[src/hdl/regfile_pkg.sv]
// Widths, vector types and the write-port state encoding of the register file.

package regfile_pkg;

  //////////////////////////////////////////////////////////////////////
  // Sizes
  //////////////////////////////////////////////////////////////////////

  // Six registers leave two address codes unused, so the checker tree
  // always has tied-off leaves.
  localparam int NumRegs   = 6;
  localparam int AddrWidth = 3;
  localparam int DataWidth = 16;

  //////////////////////////////////////////////////////////////////////
  // Vector types
  //////////////////////////////////////////////////////////////////////

  // Binary register address as sent by the requester.
  typedef logic [AddrWidth-1:0] reg_addr_t;
  // One-hot register select, one bit per register.
  typedef logic [NumRegs-1:0]   reg_sel_t;
  // Register payload.
  typedef logic [DataWidth-1:0] reg_data_t;

  // Write port state. The port only leaves WP_LOCKED through reset.
  typedef enum logic {
    WP_RUN    = 1'b0,
    WP_LOCKED = 1'b1
  } wp_state_e;

endpackage : regfile_pkg

[src/hdl/onehot_check.sv]
// Combinational one-hot checker built on explicit binary trees.

`timescale 1ns/1ps

module onehot_check #(
  parameter int unsigned AddrWidth   = 3,
  // May be smaller than 2**AddrWidth. Leaves above it are tied to zero.
  parameter int unsigned OneHotWidth = 2**AddrWidth,
  parameter bit          EnableCheck = 1'b1,
  // Strict mode also flags an enable with an all-zero select.
  parameter bit          StrictCheck = 1'b1,
  parameter bit          AddrCheck   = 1'b1
) (
  input  logic [OneHotWidth-1:0] oh_i,
  input  logic [AddrWidth-1:0]   addr_i,
  input  logic                   en_i,
  output logic                   err_o
);

  //////////////////////////////////////////////////////////////////////
  // Tree storage
  //////////////////////////////////////////////////////////////////////

  // The trees are padded to a full binary tree with AddrWidth levels
  // below the root. Node 0 is the root and the leaves sit at the end.
  localparam int NumNodes = 2**(AddrWidth+1) - 1;

  // OR of all leaves below a node.
  logic [NumNodes-1:0] or_tree;
  // Leaf selected by the address bits below a node.
  logic [NumNodes-1:0] and_tree;
  // Set when two or more leaves below a node are set.
  logic [NumNodes-1:0] err_tree;

  for (genvar lvl = 0; lvl <= AddrWidth; lvl++) begin : gen_level
    // First node index on this level and on the level below it.
    localparam int Base = 2**lvl - 1;
    localparam int BaseChild = 2**(lvl+1) - 1;

    for (genvar idx = 0; idx < 2**lvl; idx++) begin : gen_node
      localparam int Node = Base + idx;

      if (lvl == AddrWidth) begin : gen_leaf
        // Leaf idx stands for address idx.
        if (idx < OneHotWidth) begin : gen_used
          assign or_tree[Node]  = oh_i[idx];
          assign and_tree[Node] = oh_i[idx];
        end else begin : gen_tie_off
          assign or_tree[Node]  = 1'b0;
          assign and_tree[Node] = 1'b0;
        end
        // A single leaf can never hold two set bits.
        assign err_tree[Node] = 1'b0;
      end else begin : gen_inner
        localparam int Left = BaseChild + 2*idx;
        localparam int Right = BaseChild + 2*idx + 1;

        assign or_tree[Node] = or_tree[Left] | or_tree[Right];
        // The address MSB steers the root, lower bits steer deeper levels.
        assign and_tree[Node] = addr_i[AddrWidth-1-lvl] ? and_tree[Right] : and_tree[Left];
        // Both halves active means more than one bit is set.
        assign err_tree[Node] = (or_tree[Left] & or_tree[Right]) |
                                err_tree[Left] | err_tree[Right];
      end
    end
  end

  //////////////////////////////////////////////////////////////////////
  // Error combination
  //////////////////////////////////////////////////////////////////////

  logic oh0_err;
  logic enable_err;
  logic addr_err;

  // More than one select bit set anywhere in the vector.
  assign oh0_err = err_tree[0];

  if (EnableCheck && StrictCheck) begin : gen_en_strict
    // Enable and the OR of the select must agree in both directions.
    assign enable_err = en_i ^ or_tree[0];
  end else if (EnableCheck) begin : gen_en_lax
    // Only a select bit without the enable is flagged here.
    assign enable_err = ~en_i & or_tree[0];
  end else begin : gen_en_off
    assign enable_err = 1'b0;
  end

  if (AddrCheck) begin : gen_addr
    // A set bit elsewhere than at addr_i leaves the steered path empty.
    assign addr_err = or_tree[0] ^ and_tree[0];
  end else begin : gen_addr_off
    assign addr_err = 1'b0;
  end

  assign err_o = oh0_err | enable_err | addr_err;

endmodule : onehot_check

[src/hdl/write_port_ctrl.sv]
// Write-port controller that checks each request, commits clean writes and locks on error.

`timescale 1ns/1ps

module write_port_ctrl
  import regfile_pkg::*;
(
  input  logic      clk_i,
  input  logic      rst_i,
  input  logic      wr_valid_i,
  input  reg_addr_t wr_addr_i,
  input  reg_sel_t  wr_sel_i,
  input  reg_data_t wr_data_i,
  output logic      wr_ready_o,
  output logic      alert_o,
  output reg_sel_t  reg_we_o,
  output reg_data_t reg_wdata_o
);

  //////////////////////////////////////////////////////////////////////
  // Request check
  //////////////////////////////////////////////////////////////////////

  logic chk_err;

  // The valid bit acts as the enable, so a select without valid and a
  // valid without select are both errors.
  onehot_check #(
    .AddrWidth   (AddrWidth),
    .OneHotWidth (NumRegs),
    .EnableCheck (1'b1),
    .StrictCheck (1'b1),
    .AddrCheck   (1'b1)
  ) onehot_check_inst (
    .oh_i   (wr_sel_i),
    .addr_i (wr_addr_i),
    .en_i   (wr_valid_i),
    .err_o  (chk_err)
  );

  //////////////////////////////////////////////////////////////////////
  // State machine
  //////////////////////////////////////////////////////////////////////

  wp_state_e state_q;
  wp_state_e state_d;
  logic      ready_q;
  logic      commit;

  // The checker is watched every cycle. Any error ends in WP_LOCKED and
  // only reset brings the port back.
  always_comb begin
    state_d = state_q;
    if (state_q == WP_RUN && chk_err) begin
      state_d = WP_LOCKED;
    end
  end

  always_ff @(posedge clk_i) begin
    if (rst_i) begin
      state_q <= WP_RUN;
    end else begin
      state_q <= state_d;
    end
  end

  // Ready is its own flop so that it is low during reset and rises
  // in the first cycle after it.
  always_ff @(posedge clk_i) begin
    if (rst_i) begin
      ready_q <= 1'b0;
    end else begin
      ready_q <= (state_d == WP_RUN);
    end
  end

  //////////////////////////////////////////////////////////////////////
  // Commit and outputs
  //////////////////////////////////////////////////////////////////////

  // A handshake is committed only when the checker is clean.
  assign commit = (state_q == WP_RUN) & wr_valid_i & ready_q & ~chk_err;

  // The storage is enabled straight from the checked one-hot vector.
  assign reg_we_o    = commit ? wr_sel_i : '0;
  assign reg_wdata_o = wr_data_i;

  assign wr_ready_o = ready_q;
  // The alert is sticky because WP_LOCKED is.
  assign alert_o    = (state_q == WP_LOCKED);

endmodule : write_port_ctrl

[src/hdl/reg_array.sv]
// Register storage with one-hot write enables and one registered read port.

`timescale 1ns/1ps

module reg_array
  import regfile_pkg::*;
(
  input  logic      clk_i,
  input  logic      rst_i,
  input  reg_sel_t  reg_we_i,
  input  reg_data_t reg_wdata_i,
  input  reg_addr_t rd_addr_i,
  output reg_data_t rd_data_o
);

  //////////////////////////////////////////////////////////////////////
  // Storage
  //////////////////////////////////////////////////////////////////////

  reg_data_t regs_q [NumRegs];
  reg_data_t rd_data_q;

  // Each register listens to its own enable bit. There is no address
  // decode on the write side, so a corrupted address cannot steer data.
  always_ff @(posedge clk_i) begin
    if (rst_i) begin
      for (int i = 0; i < NumRegs; i++) begin
        regs_q[i] <= '0;
      end
    end else begin
      for (int i = 0; i < NumRegs; i++) begin
        if (reg_we_i[i]) begin
          regs_q[i] <= reg_wdata_i;
        end
      end
    end
  end

  //////////////////////////////////////////////////////////////////////
  // Read port
  //////////////////////////////////////////////////////////////////////

  // Addresses past the last register read as zero.
  always_ff @(posedge clk_i) begin
    if (rst_i) begin
      rd_data_q <= '0;
    end else if (int'(rd_addr_i) < NumRegs) begin
      rd_data_q <= regs_q[rd_addr_i];
    end else begin
      rd_data_q <= '0;
    end
  end

  assign rd_data_o = rd_data_q;

endmodule : reg_array

[src/hdl/regfile_top.sv]
// Top level of the checked register file with its write controller and storage.

`timescale 1ns/1ps

module regfile_top
  import regfile_pkg::*;
(
  input  logic      clk_i,
  input  logic      rst_i,
  // Write request with valid/ready handshake.
  input  logic      wr_valid_i,
  output logic      wr_ready_o,
  input  reg_addr_t wr_addr_i,
  input  reg_sel_t  wr_sel_i,
  input  reg_data_t wr_data_i,
  // Read port without handshake.
  input  reg_addr_t rd_addr_i,
  output reg_data_t rd_data_o,
  // Sticky error flag.
  output logic      alert_o
);

  // Checked write enables and data between the controller and storage.
  reg_sel_t  reg_we;
  reg_data_t reg_wdata;

  write_port_ctrl write_port_ctrl_inst (
    .clk_i       (clk_i),
    .rst_i       (rst_i),
    .wr_valid_i  (wr_valid_i),
    .wr_addr_i   (wr_addr_i),
    .wr_sel_i    (wr_sel_i),
    .wr_data_i   (wr_data_i),
    .wr_ready_o  (wr_ready_o),
    .alert_o     (alert_o),
    .reg_we_o    (reg_we),
    .reg_wdata_o (reg_wdata)
  );

  reg_array reg_array_inst (
    .clk_i       (clk_i),
    .rst_i       (rst_i),
    .reg_we_i    (reg_we),
    .reg_wdata_i (reg_wdata),
    .rd_addr_i   (rd_addr_i),
    .rd_data_o   (rd_data_o)
  );

endmodule : regfile_top

[config.mk]
export PLATFORM = sky130hd
export DESIGN_NAME = regfile_top
export DESIGN_NICKNAME = d
export VERILOG_FILES = /design/src/hdl/regfile_pkg.sv /design/src/hdl/onehot_check.sv /design/src/hdl/write_port_ctrl.sv /design/src/hdl/reg_array.sv /design/src/hdl/regfile_top.sv
export SDC_FILE = /design/constraint.sdc
export NUM_CORES = 1
export LEC_CHECK = 0
export BUFFER_PORTS_ARGS = -buffer_cell sky130_fd_sc_hd__clkbuf_2
export CORE_ASPECT_RATIO = 0.5
export CORE_MARGIN = 1.5
export CORE_UTILIZATION = 59
export CTS_BUF_LIST = sky130_fd_sc_hd__clkbuf_16
export CTS_CLUSTER_DIAMETER = 50
export DETAILED_ROUTE_END_ITERATION = 8
export PLACE_DENSITY = 0.77
export SETUP_SLACK_MARGIN = 0.1
export SYNTH_ARGS = -nofsm -noshare
export SYNTH_HDL_FRONTEND = slang
export SYNTH_HIERARCHICAL = 1
export SYNTH_SLANG_ARGS = --single-unit
[constraint.sdc]
create_clock -name clk_i -period 2.35 [get_ports clk_i]
set_input_delay 0.47 -clock clk_i [delete_from_list [all_inputs] [get_ports clk_i]]
set_output_delay 0.47 -clock clk_i [all_outputs]
set_load 0.005 [all_outputs]
**Word level (Yosys, flattened, before mapping)**

Memory sizes are Yosys's and may differ from the RTL's. A register that Yosys moved wholly into a read port is not among the register bits.
Index checks and enable logic that the tools add are counted.

- Order comparisons: 1
- Bitwise logic cells: 31
- Multiplexer cells: 34
- Reduce and logical (&&, ||, !) cells: 2

Operators with widths:

| cell | number |
|---|---|
| $mux 16 | 6 |
| $mux 1 | 27 |
| $or 1x1->1 | 17 |
| $and 1x1->1 | 8 |
| $mux 6 | 1 |
| $not 1->1 | 4 |
| $lt 3x3->1 const B | 1 |
| $reduce_or 2->1 | 1 |
| $xor 1x1->1 | 2 |
| $logic_and 1x1->1 | 1 |

- Flip-flop bits (word level): 2
- Output and inout port bits: 18
- Memories: 1
- Bits in writable memories: 96
- Bits of input ports: 31

Memory list:

| memory | depth | bits a word | rd ports | clocked after memory_dff | write ports | line | RTL |
|---|---|---|---|---|---|---|---|
| reg_array_inst.regs_q | 6 | 16 | 1 | 1 | 6 | reg_array.sv:20 | `reg_data_t regs_q [NumRegs];` |

**Longest topological paths before layout**

- Depth after elaboration: 15
- Gate-level depth with buffers: 8
- Gate-level depth less buffers: 7

**Cells and area by module**

Netlist, hierarchy kept.

By module, submodules not included:

| module | area each (sq um) | cells an instance | instances |
|---|---|---|---|
| reg_array | 5033.6 | 340 | 1 |
| write_port_ctrl | 230.2 | 28 | 1 |
| onehot_check | 98.8 | 14 | 1 |

**Worst setup path before layout**

Ideal clock, no wire load.

- Kind: input -> register
- From: input wr_valid_i
- To: memory reg_array_inst/regs_q[1][10] (netlist name) (data pin)
- Path buffers: 1
- Data required time: 2095 ps
- Setup slack: 204 ps
- Library setup time: 255 ps
- Stages: 8
- Data arrival time: 1891 ps
- Cell sequence: nor3b_1 > o21a_1 > o2111ai_2 > and4bb_2 > and2_2 > nor2b_2 > clkbuf_1 > and2_1

RTL lines:

| element | line | RTL |
|---|---|---|
| from (decl) | regfile_top.sv:11 | `input logic wr_valid_i,` |
| to (decl) | reg_array.sv:20 |  |

==> results.cfg <==
[setup_path]
worstPathMaxFanout = 16
crit_type = in2reg
cp-end-kind = flip-flop
arrival_ns = 2.24
start_kind = input port
reg2regPathDepth = 3
required_ns = 2.45

[worst_hold_path]
hold_class = in2reg
min_path_cells = 2

[detailed_routing]
vias_per_cell = 5.75
vias = 3196
ant_nets = 0
drtIter0Drc = 260
drc = 0
wl_per_cell_microns = 21.3
first_pass_iters = 5
drt_wl_total_microns = 11800

[clock_tree]
cts_setup_buffers = 0
clock-sinks = 114
cts.clk_slew.worst_paths_ns = 0.05
holdBufCountCts = 0
cts_tree = built
numCtsBuffers = 17
clockBufferDepth = 2
insertion_delay_ns = 0.41
cts-root-buf = clkbuf_16
cts_max_level = 4

[sta]
max_slew_margin_pct = 44.7
holdWs_ns = 0.449
worst_pin_slew_ns = 0.829
fmax_mhz = 466
clock_skew_ns = 0.00735
rsz0062_at_grt = no
setup_viol = 0
setup_tns_ns = 0
min_period_ns = 2.14
final-hold-violation-count = 0
fin_crit_sh_pct = 91.2
worst_slack_ns = 0.206
report.final.slew_viol_count = 0

[power]
p_per_area_nw_per_um2 = 772
p_leak_nw = 2.43
ir_drop_uv = 523

[grt]
grt_usage_pct = 26.7
grt_pass1_wl_microns = 17900
first_global_vias = 3175
antenna_found_initial = 0
grt_max_degree = 49
gr-total-overflow = 0

[finish]
fin_nets = 459
drive_gt1_share_pct = 34.4
fillers = 595
post-route-util_pct = 70.3
design_area_sq_um = 6170
seq_area_sq_um = 3240
multi_input_area_sq_um = 1850
area_delta_synth_final_pct = 15.0
n_antenna_cell = 0

[placed_design]
pre_cts_slack_ns = -0.232
routabilityCongestion = 0.837
portBuffers = 48
place_area_sq_um = 5660
dp_hpwl_microns = 7990

[synthesis]
synth_seq_cells = 114
yosysWarnings = 6
synth-seq-area-share_pct = 60.5
netlist_area_sq_um = 5360
yosysTopAreaCell = edfxtp_1
syn_area_per_cell_sq_um = 14.0
syn_nets = 413
synth_area_leaders = edfxtp_1 54%, and2_1 11%, dfxtp_1 6.7%
synth_cell_type_count = 33
netlist_instances = 382
synth.top_cell.area_share_pct = 53.8

[run_status]
status = complete, no violations

[die]
io_pins = 49
core_sq_um = 8770
rows = 24
die_y_microns = 70.4
initial_core_util_pct = 61.2
die_area_sq_um = 9700
die_w_microns = 138

[job]
cap_viol_max_count = 0
report_power, final:
part,leakage (nW),switching [mW],internal [mW]
Combinational,1.05,0.211,0.153
Clock,0.251,0.816,1.29
Sequential,1.12,0.0254,2.27
Total,2.43,1.05,3.71
critical path, stage by stage:
cell and delay [ns]:
clkbuf_2 0.11, nor4b_1 0.36, o21ai_0 0.16, o2111ai_2 0.11, and4bb_2 0.32, and2_2 0.22, or2_2 0.48
cell type report:
cell class              instances  share of cell area [%]
flip-flops and latches        114                    52.6
multi-input cells             230                    30.1
repair buffers                 65                    7.18
clock buffers                  17                    6.90
well taps                     117                    2.37
clock inverters                13                   0.913
final timing paths:
kind	startpoint	end	slack, ns
max	wr_sel_i[1]	reg_array_inst/regs_q[1][8]	0.21
min	wr_data_i[5]	reg_array_inst/regs_q[0][5]	0.45
max reg2reg	write_port_ctrl_inst/alert_o	reg_array_inst/regs_q[1][8]	0.67
min reg2reg	write_port_ctrl_inst/alert_o	write_port_ctrl_inst/wr_ready_o	0.48
cells in the mapped netlist:
cell type	instances
buf_4	19
o22ai_2	11
o22ai_1	5
and2_2	6
dfxtp_1	18
o21ai_0	2
o21a_1	17
clkbuf_1	9
nor3b_1	1
and2_1	96
nand2b_1	1
buf_6	7
nor4_1	2
buf_8	1
nor3_1	7
nor4b_1	1
buf_12	1
mux2_4	2
and4bb_2	1
a21o_1	1
nor2_1	4
mux2_1	11
mux2i_1	16
nor3_2	11
o2111ai_2	1
nand3b_1	1
mux2_2	19
edfxtp_1	96
buf_2	1
nor2b_2	6
and4b_1	1
or2_2	6
or2_1	1
cells by family (layout without fill, tap and decap cells):
kind of cell,Yosys count,count (layout),share of synthesized area [%]
flops,114,114,60.5
compound gates,37,37,6.14
mux,48,48,9.85
buf+inv,38,95,5.51
simple gates,145,145,18.0
cells in the final DEF, fill, tap and decap left out:
master / Yosys / final
or2_2: 6 / 6
nor4b_1: 1 / 1
and4bb_2: 1 / 1
nor3b_1: 1 / 1
clkinv_2: 0 / 6
nor2_1: 4 / 4
and2_1: 96 / 96
nor2b_4: 0 / 6
dfxtp_1: 18 / 18
clkbuf_2: 0 / 48
nor3_2: 11 / 11
o2111ai_2: 1 / 1
nand2b_1: 1 / 1
buf_12: 1 / 6
o21ai_0: 2 / 2
o21a_1: 17 / 17
mux2i_1: 16 / 16
o22ai_1: 5 / 5
mux2_2: 19 / 19
nor3_1: 7 / 7
edfxtp_1: 96 / 96
or2_1: 1 / 1
a21o_1: 1 / 1
nand3b_1: 1 / 1
inv_1: 0 / 2
nor4_1: 2 / 2
and2_2: 6 / 6
buf_4: 19 / 11
clkbuf_16: 0 / 17
clkinv_1: 0 / 5
o22ai_2: 11 / 11
mux2_4: 2 / 2
mux2_1: 11 / 11
and4b_1: 1 / 1
routing by layer:
layer | wire length [microns] | up-vias | global-route usage, % | part of all wire [%]
li1 | - | 1449 | - | -
met1 | 5730 | 1605 | 41.3 | 48
met2 | 5090 | 136 | 36.3 | 43
met5 | 0 | - | 0 | 0
met3 | 961 | 6 | 9.01 | 8.1
met4 | 65 | 0 | 6.02 | 0.55
what timing repair did:
action,in CTS,in global routing
resized for setup,0,6
endpoints found under the setup margin,0,86
endpoints found under the hold margin,0,0
registers in the layout, summed over array words and instances (netlist names):
| register | flops |
|---|---|
| reg_array_inst/rd_data_o | 16 |
| reg_array_inst/regs_q | 96 |
| write_port_ctrl_inst/alert_o | 1 |
| write_port_ctrl_inst/wr_ready_o | 1 |
per-stage QoR:
stage,cells,power [mW]
final,556,4.76
after CTS,556,4.77
after global routing,556,4.90
after global placement,526,2.67
after floorplan,382,2.56
after detailed placement,526,2.69
Note: power is estimated with default switching activity, not from simulation.
